### src/scalerPkg.sv
package scalerPkg;

    localparam int PixelWidth = 8;
    localparam int FracBits = 8;                        // Blend fraction
    localparam int CoeffWidth = FracBits + 1;           // Q1.8
    localparam int ScaleIntBits = 4;
    localparam int ScaleFracBits = 14;
    localparam int ScaleWidth = ScaleIntBits + ScaleFracBits;
    localparam int ResWidth = 11;                       // Sizes are given minus 1
    localparam int PosWidth = ResWidth + ScaleFracBits;

    typedef logic [PixelWidth-1:0] pixelT;
    typedef logic [CoeffWidth-1:0] coeffT;
    typedef logic [ScaleWidth-1:0] scaleT;              // Q4.14 step per output pixel
    typedef logic [ResWidth-1:0] resT;
    typedef logic [PosWidth-1:0] posT;                  // Input coordinate, integer then fraction

    // Q1.8 constants
    localparam coeffT CoeffOne = coeffT'(1 << FracBits);
    localparam coeffT CoeffHalf = coeffT'(1 << (FracBits - 1));

    // Write side FSM
    typedef enum logic [1:0] {WsIdle, WsRead, WsDone} writeStateT;

    // Read side FSM
    typedef enum logic [1:0] {RsWait, RsLine, RsDone} readStateT;

endpackage

### src/readSequencer.sv
`timescale 1ns/1ps

module readSequencer import scalerPkg::*; #(
    parameter int BufferDepth = 4
) (
    input  logic clk,
    input  logic start,
    input  logic outReady,
    input  resT outputXRes,
    input  resT outputYRes,
    input  resT inputXRes,
    input  scaleT xScale,
    input  scaleT yScale,
    input  logic [$clog2(BufferDepth+1)-1:0] fillCount,
    input  logic twoLinesReady,
    input  logic allWritten,
    output logic advanceRead1,
    output logic advanceRead2,
    output resT readAddress,
    output logic clampRight,
    output posT xPos,
    output posT yPos,
    output logic issue
);
    readStateT state;
    resT outColumn;
    resT outLine;
    posT yNext;                         // Position of the following output line
    resT yInt;
    resT yNextInt;
    logic lineSwitch;                   // Gap while the ring pointer moves
    logic dataOk;
    logic lastColumn;

    assign yInt = yPos[ScaleFracBits +: ResWidth];
    assign yNextInt = yNext[ScaleFracBits +: ResWidth];
    assign readAddress = xPos[ScaleFracBits +: ResWidth];   // Left neighbor column
    assign clampRight = readAddress == inputXRes;           // No pixel right of the last column
    assign dataOk = (fillCount >= 2) || allWritten;         // Both window lines present
    assign lastColumn = outColumn == outputXRes;
    assign issue = (state == RsLine) && outReady && !lineSwitch && dataOk;

    always_ff @(posedge clk or posedge start) begin
        if (start) begin
            state <= RsWait;
            outColumn <= '0;
            outLine <= '0;
            xPos <= '0;
            yPos <= '0;
            yNext <= '0;
            lineSwitch <= 1'b0;
            advanceRead1 <= 1'b0;
            advanceRead2 <= 1'b0;
        end else begin
            advanceRead1 <= 1'b0;       // Single-cycle pulses
            advanceRead2 <= 1'b0;
            lineSwitch <= 1'b0;
            case (state)
                RsWait: begin
                    yNext <= posT'(yScale);     // Line 1 sits at 1*yScale
                    if (twoLinesReady) begin
                        state <= RsLine;
                    end
                end
                RsLine: begin
                    if (issue && lastColumn) begin
                        outColumn <= '0;
                        xPos <= '0;
                        outLine <= outLine + 1'b1;
                        yPos <= yNext;
                        yNext <= yNext + posT'(yScale);
                        lineSwitch <= 1'b1;
                        // Move the window by the step between top neighbor rows
                        if (yNextInt == resT'(yInt + 1'b1)) begin
                            advanceRead1 <= 1'b1;
                        end else if (yNextInt > resT'(yInt + 1'b1)) begin
                            advanceRead2 <= 1'b1;   // Lines between were never written
                        end
                        if (outLine == outputYRes) begin
                            state <= RsDone;
                        end
                    end else if (issue) begin
                        outColumn <= outColumn + 1'b1;
                        xPos <= xPos + posT'(xScale);
                    end
                end
                default: ;                  // All pixels issued
            endcase
        end
    end

endmodule

### config.mk
export PLATFORM = sky130hd
export DESIGN_NAME = readSequencer
export DESIGN_NICKNAME = d
export VERILOG_FILES = /design/src/scalerPkg.sv /design/src/readSequencer.sv
export SDC_FILE = /design/constraint.sdc
export NUM_CORES = 1
export LEC_CHECK = 0
export BUFFER_PORTS_ARGS = -buffer_cell sky130_fd_sc_hd__buf_2
export CORE_MARGIN = 4
export CORE_UTILIZATION = 32
export DETAILED_ROUTE_END_ITERATION = 12
export PLACE_DENSITY = 0.57
export SYNTH_ARGS = -nofsm -noshare
export SYNTH_HDL_FRONTEND = slang
export SYNTH_SLANG_ARGS = --single-unit
### constraint.sdc
create_clock -name clk -period 3.22 [get_ports clk]
set_clock_uncertainty 0.05 [all_clocks]
set_input_delay 0.161 -clock clk [delete_from_list [all_inputs] [get_ports clk]]
set_output_delay 0.161 -clock clk [all_outputs]
set_load 0.005 [all_outputs]
Word-level counts from Yosys, hierarchy flattened

Cells that the tools add are included.

Bits in read-only memories: 0
Output and inout port bits: 65
Bits in latches: 0
RAM bits: 0
Memories: 0
Word-level logic and storage cells: 56
Bits in registers: 102
Bits of input ports: 77

Reduce and logical (&&, ||, !) cells: 13
Muxes and demuxes: 19
$add $sub $neg: 5
Shifts and indexed selects: 0
Bitwise operators: 0
Eq/ne operators: 8
$lt $le $gt $ge: 2
Divide/modulo/power cells: 0
Multipliers: 0

Operators by type and width:

| cell                                                              | count |
|---|---|
| two-way mux 25 bit                                                | 3 |
| adder 25 x 18 -> 25 bit                                           | 2 |
| case mux 25 bit (2 select lines)                                  | 1 |
| equality test 11 bit                                              | 4 |
| adder 11 x 1 -> 11 bit, second input constant                     | 3 |
| two-way mux 11 bit                                                | 2 |
| > comparator 11 bit                                               | 1 |
| two-way mux 1 bit                                                 | 9 |
| two-way mux 2 bit                                                 | 3 |
| AND reduction 2 bit                                               | 3 |
| logical AND 1 bit                                                 | 4 |
| != test 2 x 1 -> 1 bit, second input constant                     | 2 |
| case mux 2 bit (2 select lines)                                   | 1 |
| AND reduction 4 bit                                               | 1 |
| nonzero test 2 bit                                                | 2 |
| greater-or-equal comparator 3 x 2 -> 1 bit, second input constant | 1 |
| equality test 2 x 1 -> 1 bit, second input constant               | 1 |
| zero test 2 bit                                                   | 1 |
| != test 2 bit, second input constant                              | 1 |
| zero test 1 bit                                                   | 1 |
| logical OR 1 bit                                                  | 1 |

Depth between registers and ports, before layout

Gate-level depths: netlist of run 1.

Word-level depth: 7
Mapped depth: 12
Depth with buffers taken out: 10

Least setup slack after synthesis of run 1

Ideal clock, no wire load.

Path type: reg-to-reg
Start point: register xPos[0]
End point: register xPos[10]
Buffers on the path: 0
Setup slack: 0.688 ns
Required time: 3.037 ns
Arrival: 2.349 ns
Stages on the path, launching flop included: 10
Period minus slack after synthesis: 2.532 ns
Setup time: 0.133 ns
Cells stage by stage: dfrtp_1 ha_1 fa_1 a211oi_1 o21bai_1 a21oi_1 o21bai_1 a2111oi_0 xor2_1 o21ai_0

Longest elaborated chain between the ends: 3

RTL lines:

| element                 | RTL line            | RTL |
|---|---|---|
| start, declared         | readSequencer.sv:21 | `output posT xPos,` |
| start signal, assigned  | readSequencer.sv:84 | `xPos <= xPos + posT'(xScale);` |
| adder 25 x 18 -> 25 bit | readSequencer.sv:84 |  |
| two-way mux 25 bit      | readSequencer.sv:82 | `end else if (issue) begin` |
| two-way mux 25 bit      | readSequencer.sv:66 | `if (issue && lastColumn) begin` |

Every way passes these cells. The select of a mux whose other input is x is not followed.
A chain may end at the register's enable or synchronous reset.

Worst setup path after layout of run 1

Start point: register state[1]
End point: register yNext[17]

Longest elaborated chain between the ends: 7
Elaborated cells between the ends (all ways): 10
Classes of those cells: eq/ne (2); mux (1); reduce/logical (7)

RTL lines:

| element                          | RTL line                                 | RTL |
|---|---|---|
| start, declared                  | readSequencer.sv:25                      | `readStateT state;` |
| start signal, assigned           | readSequencer.sv:45                      | `state <= RsWait;` |
| start signal, assigned           | readSequencer.sv:62                      | `state <= RsLine;` |
| start signal, assigned           | readSequencer.sv:80                      | `state <= RsDone;` |
| equality test 2 x 1 -> 1 bit     | readSequencer.sv:41, readSequencer.sv:58 |  |
| logical AND 1 bit (3 in a row)   | readSequencer.sv:41                      | `assign issue = (state == RsLine) && outReady && !lineSwitch && dataOk;` |
| logical AND 1 bit                | readSequencer.sv:66                      |  |
| != test 2 x 1 -> 1 bit (no line) | --                                       |  |
| AND reduction 2 bit (no line)    | --                                       |  |
| end signal, assigned             | readSequencer.sv:60                      | `yNext <= posT'(yScale);` |
| end signal, assigned             | readSequencer.sv:71                      | `yNext <= yNext + posT'(yScale);` |
| end, declared                    | readSequencer.sv:28                      | `posT yNext;` |

Parallel ways exist; a longest one is shown, timed or not.

==> results of run 1 <==
[state kept, by name (all words and copies together) (netlist names)]
name,cells
outColumn,11
lineSwitch,1
state,2
xPos,25
outLine,11
advanceRead2,1
yNext,25
yPos,25
advanceRead1,1
[where the power goes]
part | internal, W | leakage [nW] | switching (W)
clock network | 0.000681 | 0.152 | 0.000502
registers | 0.00149 | 1.33 | 0.000267
logic | 0.000905 | 2.56 | 0.00101
total | 0.00308 | 4.04 | 0.00178
[final cells by class]
| cell class | count | area [um^2] | area share [%] |
|---|---|---|---|
| multi-input cells | 604 | 4010 | 49.5 |
| flip-flops and latches | 102 | 2550 | 31.5 |
| repair buffers | 151 | 801 | 9.89 |
| well taps | 275 | 344 | 4.25 |
| clock buffers | 10 | 229 | 2.83 |
| clock inverters | 6 | 86.3 | 1.07 |
| inverters | 19 | 73.8 | 0.911 |
[synthesized netlist by cell type, types with 18 or more instances]
library cell	n
sky130_fd_sc_hd__ha_1	50
sky130_fd_sc_hd__xor2_1	32
sky130_fd_sc_hd__nand2_1	134
sky130_fd_sc_hd__xnor2_1	59
sky130_fd_sc_hd__nand4_1	21
sky130_fd_sc_hd__a21o_1	19
sky130_fd_sc_hd__nand3_1	21
sky130_fd_sc_hd__dfrtp_1	102
sky130_fd_sc_hd__a21oi_1	49
sky130_fd_sc_hd__nor2_1	28
sky130_fd_sc_hd__and3_1	18
sky130_fd_sc_hd__inv_1	18
sky130_fd_sc_hd__o21ai_0	39
[cells by family after synthesis]
logic type / Yosys count / synth area share, %
simple gates: 272 / 19.1
xor+xnor: 91 / 11.6
flops: 102 / 37.3
fa+ha+maj: 52 / 9.72
buf+inv: 53 / 4.09
mux: 12 / 1.77
compound gates: 177 / 16.3
[per-layer routing]
metal / routed length (um) / part of all wire (%)
met1: 8560 / 48
met2: 8090 / 45
met3: 933 / 5.2
met4: 225 / 1.3
met5: 21 / 0.12
[stage by stage]
stage	total power, W	utilization, %	area, um^2	setup WS (ns)	hold slack, ns
2_1_floorplan	0.00316	-	6850	0.334	0.246
3_3_place_gp	0.00369	36.9	7760	0.410	0.161
3_5_place_dp	0.00371	36.9	7760	0.386	0.166
4_1_cts	0.00492	38.5	8100	0.361	0.00746
5_1_grt	0.00525	38.5	8100	0.215	0.0268
6_report	0.00486	38.5	8100	0.390	0.0187
[layout by cell type (no fill, tap or decap), types with 3 or more instances in the layout]
master                      count
sky130_fd_sc_hd__a211oi_1       4
sky130_fd_sc_hd__a21o_1        19
sky130_fd_sc_hd__a21oi_1       49
sky130_fd_sc_hd__a221o_1        3
sky130_fd_sc_hd__a22o_1         3
sky130_fd_sc_hd__a22oi_1        4
sky130_fd_sc_hd__a31oi_1       10
sky130_fd_sc_hd__and2_1         5
sky130_fd_sc_hd__and3_1        18
sky130_fd_sc_hd__and4_1         4
sky130_fd_sc_hd__buf_2        140
sky130_fd_sc_hd__buf_4          8
sky130_fd_sc_hd__clkbuf_16      9
sky130_fd_sc_hd__dfrtp_1      102
sky130_fd_sc_hd__ha_1          50
sky130_fd_sc_hd__inv_1         17
sky130_fd_sc_hd__mux2i_1       11
sky130_fd_sc_hd__nand2_1      134
sky130_fd_sc_hd__nand2b_1       7
sky130_fd_sc_hd__nand3_1       21
sky130_fd_sc_hd__nand4_1       21
sky130_fd_sc_hd__nor2_1        28
sky130_fd_sc_hd__nor2b_1        4
sky130_fd_sc_hd__nor3_1         9
sky130_fd_sc_hd__o211ai_1       7
sky130_fd_sc_hd__o21a_1         7
sky130_fd_sc_hd__o21ai_0       39
sky130_fd_sc_hd__o21bai_1       7
sky130_fd_sc_hd__o22ai_1        6
sky130_fd_sc_hd__o31ai_1        4
sky130_fd_sc_hd__or3_1          6
sky130_fd_sc_hd__xnor2_1       59
sky130_fd_sc_hd__xor2_1        32
[worst max-delay path, stage by stage, from the launching register on]
cell	delay [ns]
sky130_fd_sc_hd__dfrtp_1	0.48
sky130_fd_sc_hd__nand2b_4	0.25
sky130_fd_sc_hd__or4b_4	0.58
sky130_fd_sc_hd__buf_4	0.25
sky130_fd_sc_hd__clkinv_1	0.18
sky130_fd_sc_hd__and3_1	0.31
sky130_fd_sc_hd__buf_4	0.27
sky130_fd_sc_hd__inv_1	0.09
sky130_fd_sc_hd__a21oi_1	0.15
sky130_fd_sc_hd__a22oi_1	0.08
[repair_timing]
action | CTS | global route
setup buffers | 0 | 0
hold endpoints to repair | 34 | 0
hold buffers | 2 | 0
[worst max path at each step]
stage / to / cells after the start / slack [ns]
floorplan: advanceRead1 / 1 / 0.33
global placement: yNext[17] / 9 / 0.41
detailed placement: yNext[17] / 9 / 0.39
CTS: yNext[17] / 9 / 0.36
global route: yNext[6] / 8 / 0.21
finish: yNext[17] / 9 / 0.39
==> key figures, run 1 <==
Hold path
  • Path type of the worst min-delay path: primary input to flop
  • Min-Delay Path Depth: 3
  • Endpoint of the worst hold path: yNext[5]
  • Origin of the worst min-delay path: yScale[5]

Critical path
  • Max FO, Critical Path: 25
  • Timing startpoint of the critical path: state[1]
  • WS Path Type: flop to flop
  • Reg2Reg Depth: 9
  • Critical Path Start Type: flop
  • Origin of the critical flop-to-flop path: state[1]
  • Data arrival at the endpoint of the critical path: 3.01 ns
  • Data required time of the worst path: 3.40 ns
  • Internal reg-to-reg setup slack: 0.39 ns
  • Sort of element at the end of the critical path: flop
  • Endpoint of the worst-slack reg-to-reg timing path: yNext[17]

Timing
  • Max-slew violation count: 0
  • Shortest clock period the worst path allows after layout: 2.83 ns
  • Fraction of the cycle the final worst path needs: 87.9%
  • Setup TNS: 0 ns
  • Maximum achievable frequency: 353 MHz
  • Final Hold Violating Endpoints: 0
  • Actual slew at the worst max-slew pin: 0.846 ns
  • Final count of negative-setup-slack endpoints: 0
  • RSZ-0062 raised after global routing: false
  • Tightest slew margin relative to the limit: 43.4%

Drt
  • Total wire length: 17.8 mm
  • Via Count: 5841
  • WL per Instance: 15.3 um
  • Avg Vias per Cell: 5.01
  • Final ANT Viol Nets: 0
  • Initial DRC Count: 284
  • Length of the first detailed-routing pass in iterations: 4
  • Total DRC errors in the routed layout: 0

Global route
  • Met1 usage: 20.3%
  • Number of antenna violations at the first check in global routing: 2
  • Met2 demand-to-capacity share in global routing: 23.8%
  • Via count of the first global-routing pass: 5658
  • Global routing met3 resource utilization: 2.94%
  • Global-route wire length before repair: 29.1 mm
  • Pin count of the biggest net entering global routing: 70
  • Combined global-route utilization of all metal layers: 14.8%
  • Most congested layer reported by global routing: met2
  • Overflow left after global routing: 0

Logic synthesis
  • Number of standard cells after synthesis: 759
  • Number of distinct library cells after synthesis: 61
  • Dominant cells by area after synthesis: sky130_fd_sc_hd__dfrtp_1 (37%), sky130_fd_sc_hd__ha_1 (9.1%), sky130_fd_sc_hd__xnor2_1 (7.5%), sky130_fd_sc_hd__nand2_1 (7.3%), sky130_fd_sc_hd__xor2_1 (4.1%)
  • Synthesized flop and latch total: 102
  • Post-synth design cell area: 6850 um^2
  • Net count of the mapped netlist: 888
  • Area fraction of the dominant cell type after synthesis: 37.3%
  • Post-synth EDFFs: 0
  • Mapped Avg Cell Area: 9.02 um^2
  • Total number of yosys warnings: 0
  • Most frequently used flop master after synthesis: sky130_fd_sc_hd__dfrtp_1
  • Area leader, netlist: sky130_fd_sc_hd__dfrtp_1
  • Async set or reset register ratio after synthesis: 100%
  • Sequential share of the synthesized area: 37.3%

Die
  • Count of pins on the block boundary: 142
  • Floorplan die area: 23800 um^2
  • Total number of placement rows: 53
  • Vertical die dimension: 154 um
  • Total core area: 21000 um^2
  • Starting Density: 32.6%
  • Horizontal die dimension: 154 um

Job
  • Max cap viols: 0

Layout
  • Antenna Diode Count: 0
  • Share of post-route cells with drive strength above 1: 19.4%
  • Final Net Count: 1016
  • Filler Cells Inserted: 2181
  • Synth-to-Final Area Change: 18.3%
  • Number of non-filler instances in the completed layout: 1167

Clocking
  • TritonCTS buffer count: 9
  • Clock sink count: 102
  • Resize count post-CTS: 0
  • Number of H-tree branching levels: 3
  • TritonCTS clock tree: done
  • Clock-pin slew on the worst setup and hold paths: 0.07 ns
  • Bufs on Longest Clock Path: 2
  • Clock network latency to the later pin of the worst-skew pair: 0.35 ns
  • Clock root cell: sky130_fd_sc_hd__clkbuf_16

Status
  • Run status: completed

Placed design
  • Number of I/O port buffers: 140
  • Placed cell count: 1149
  • Placer Congestion: 0.852
  • Detailed-placement wirelength estimate: 13.5 mm

Power and ir drop
  • Leakage Power: 4.04 nW
  • Peak VDD IR: 0.000254 V
  • Power density normalized to cell area: 600 nW/um^2
No activity file was read; power rests on OpenSTA's default activity.
==> inputs of run 2 (changes only) <==
--- a/config.mk
+++ b/config.mk
@@ -5,9 +5,9 @@
 export SDC_FILE = /design/constraint.sdc
 export NUM_CORES = 1
 export LEC_CHECK = 0
-export BUFFER_PORTS_ARGS = -buffer_cell sky130_fd_sc_hd__buf_2
-export CORE_MARGIN = 4
+export BUFFER_PORTS_ARGS = -buffer_cell sky130_fd_sc_hd__buf_4
 export CORE_UTILIZATION = 32
+export CTS_BUF_LIST = sky130_fd_sc_hd__clkbuf_8
 export DETAILED_ROUTE_END_ITERATION = 12
 export PLACE_DENSITY = 0.57
 export SYNTH_ARGS = -nofsm -noshare
==> run 2 against run 1 <==
Routed wire length is 1.5% lower. Die area is 7.6% lower. First-iteration DRC count is 7.0% higher. Clock-buffer cell count stayed put. Sequential share of layout area is 1.1 points lower. Critical path type unchanged.
==> key figures, run 2 (same netlist as run 1, synthesis figures left out) <==
Job
  • Max cap viols: 0

Layout
  • Most common cell after layout, fill and taps aside: sky130_fd_sc_hd__buf_4
  • Antenna Diode Count: 0
  • Commonest cells after routing, fill and taps aside: sky130_fd_sc_hd__buf_4 (149), sky130_fd_sc_hd__nand2_1 (134), sky130_fd_sc_hd__dfrtp_1 (102), sky130_fd_sc_hd__xnor2_1 (59), sky130_fd_sc_hd__ha_1 (50)
  • Regs by FF count: xPos (25), yNext (25), yPos (25)
  • Share of post-route cells with drive strength above 1: 19.5%
  • Final Net Count: 1021
  • Synth-to-Final Area Change: 22.8%
  • Final core utilization: 40.0%

Global route
  • Pin count of the biggest net entering global routing: 71
  • Most congested layer reported by global routing: met2
  • Number of antenna violations at the first check in global routing: 0
  • Via count of the first global-routing pass: 5697
  • Global routing met3 resource utilization: 2.61%
  • Global-route wire length before repair: 29.0 mm
  • Met1 usage: 22.7%
  • Overflow left after global routing: 0
  • Met2 demand-to-capacity share in global routing: 26.9%
  • Combined global-route utilization of all metal layers: 16.6%

Clocking
  • Bufs on Longest Clock Path: 2
  • Hold_buf cts: 6
  • TritonCTS clock tree: done
  • TritonCTS buffer count: 9
  • Number of H-tree branching levels: 3
  • Clock root cell: sky130_fd_sc_hd__clkbuf_8
  • Resize count post-CTS: 0
  • Clock network latency to the later pin of the worst-skew pair: 0.38 ns
  • Clock sink count: 102
  • Clock-pin slew on the worst setup and hold paths: 0.10 ns
  • Post-CTS setup buffers: 0

Power and ir drop
  • Net switching component of the power: 0.00175 W
  • Peak VDD IR: 0.000198 V
  • Leakage Power: 4.10 nW
  • Power density normalized to cell area: 563 nW/um^2
  • Switching Fraction: 36.9%
  • Total internal power: 0.00299 W
  • Fraction of power consumed by combinational cells: 43.0%
  • Clock network fraction of design power: 19.6%
  • Proportion of power drawn by flip-flops and latches: 37.4%

Placed design
  • Post-Place Worst Slack: 0.344 ns
  • Number of I/O port buffers: 140
  • Placer Congestion: 0.867
  • Detailed-placement wirelength estimate: 13.3 mm

Critical path
  • Critical Path Start Type: flop
  • Origin of the critical flop-to-flop path: state[0]
  • Data arrival at the endpoint of the critical path: 3.02 ns
  • Worst setup path endpoint: xPos[7]
  • Critical Path Slowest Stage Cell: sky130_fd_sc_hd__or4b_4
  • WS Path Type: flop to flop
  • Reg2Reg Depth: 7
  • Data required time of the worst path: 3.40 ns
  • Sort of element at the end of the critical path: flop
  • Worst path max stage delay: 0.60 ns
  • Max FO, Critical Path: 44
  • Internal reg-to-reg setup slack: 0.38 ns
  • Endpoint of the worst-slack reg-to-reg timing path: xPos[7]
  • Series of cell instances along the critical path: nand2b_4, or4b_4, nor3_4, nand4_1, buf_4, nand2_1, o21ai_0
  • Timing startpoint of the critical path: state[0]

Drt
  • Length of the first detailed-routing pass in iterations: 4
  • Initial DRC Count: 304
  • WL per Instance: 15.0 um
  • Via Count: 5839
  • Total DRC errors in the routed layout: 0
  • Final ANT Viol Nets: 0
  • Avg Vias per Cell: 4.98
  • Total wire length: 17.6 mm

Timing
  • Setup TNS: 0 ns
  • Final Hold Violating Endpoints: 0
  • Setup slack of the critical path after layout: 0.376 ns
  • Actual slew at the worst max-slew pin: 0.932 ns
  • Final count of negative-setup-slack endpoints: 0
  • Fraction of the cycle the final worst path needs: 88.3%
  • Shortest clock period the worst path allows after layout: 2.84 ns
  • Maximum achievable frequency: 352 MHz
  • Max-slew violation count: 0
  • Tightest slew margin relative to the limit: 37.9%
  • RSZ-0062 raised after global routing: false
  • Final Hold Slack: 0.0399 ns

Die
  • Total number of placement rows: 53
  • Starting Density: 32.6%
  • Floorplan die area: 22000 um^2
  • Vertical die dimension: 148 um
  • Total core area: 21000 um^2
  • Horizontal die dimension: 148 um
  • Count of pins on the block boundary: 142

Hold path
  • Path type of the worst min-delay path: primary input to flop

Status
  • Run status: completed
-- run 2: cell types whose count changed in the layout (fill, tap and decap cells not counted), sizes merged --
cell	before	now
clkinv	4	3
buf	149	150
clkinvlp	1	2
dlygate4sd3	2	6
-- run 2: power by group through the flow --
stage,combinational (W),clock (W),sequential (W)
after floorplan,0.00144,0,0.00172
after global placement,0.00203,0,0.00180
after detailed placement,0.00204,0,0.00180
after CTS,0.00205,0.000968,0.00178
after global routing,0.00230,0.00101,0.00181
final,0.00204,0.000927,0.00177
-- run 2: worst max-delay path: cells and delay by family (launching register included) --
family / cells / cell delay (ns)
simple gates: 5 / 1.55
flops: 1 / 0.58
buf+inv: 1 / 0.31
compound gates: 1 / 0.19
-- run 2: layer usage --
layer	vias to the layer above	share of wire (%)
li1	2960	-
met1	2755	49
met2	109	46
met3	15	4.2
met4	0	1.4
met5	-	0
-- run 2: how the worst min path moves through the flow --
stage / depth (start not counted) / startpoint / slack, ns / endpoint
6_report: 3 / yScale[4] / 0.04 / yNext[4]
5_1_grt: 3 / yScale[10] / 0.04 / yNext[10]
4_1_cts: 3 / yScale[10] / 0.02 / yNext[10]
3_5_place_dp: 2 / yScale[7] / 0.35 / yNext[7]
3_3_place_gp: 2 / yScale[7] / 0.35 / yNext[7]
2_1_floorplan: 2 / yScale[6] / 0.25 / yNext[6]
-- run 2: cell type report --
class,instances,area (um^2)
Timing Repair Buffer,156,1200
Clock inverter,6,85.1
Inverter,19,73.8
Sequential cell,102,2550
Multi-Input combinational cell,604,4010
Tap cell,275,344
Clock buffer,10,138
Fill cell,2149,12600
-- run 2: stage by stage --
| step | instance area [um^2] | total power [W] | instances |
|---|---|---|---|
| after global placement | 8120 | 0.00383 | 1150 |
| after detailed placement | 8120 | 0.00384 | 1150 |
| after CTS | 8400 | 0.00480 | 1172 |
| final | 8400 | 0.00474 | 1172 |
| after floorplan | 6850 | 0.00316 | 759 |
| after global routing | 8400 | 0.00512 | 1172 |
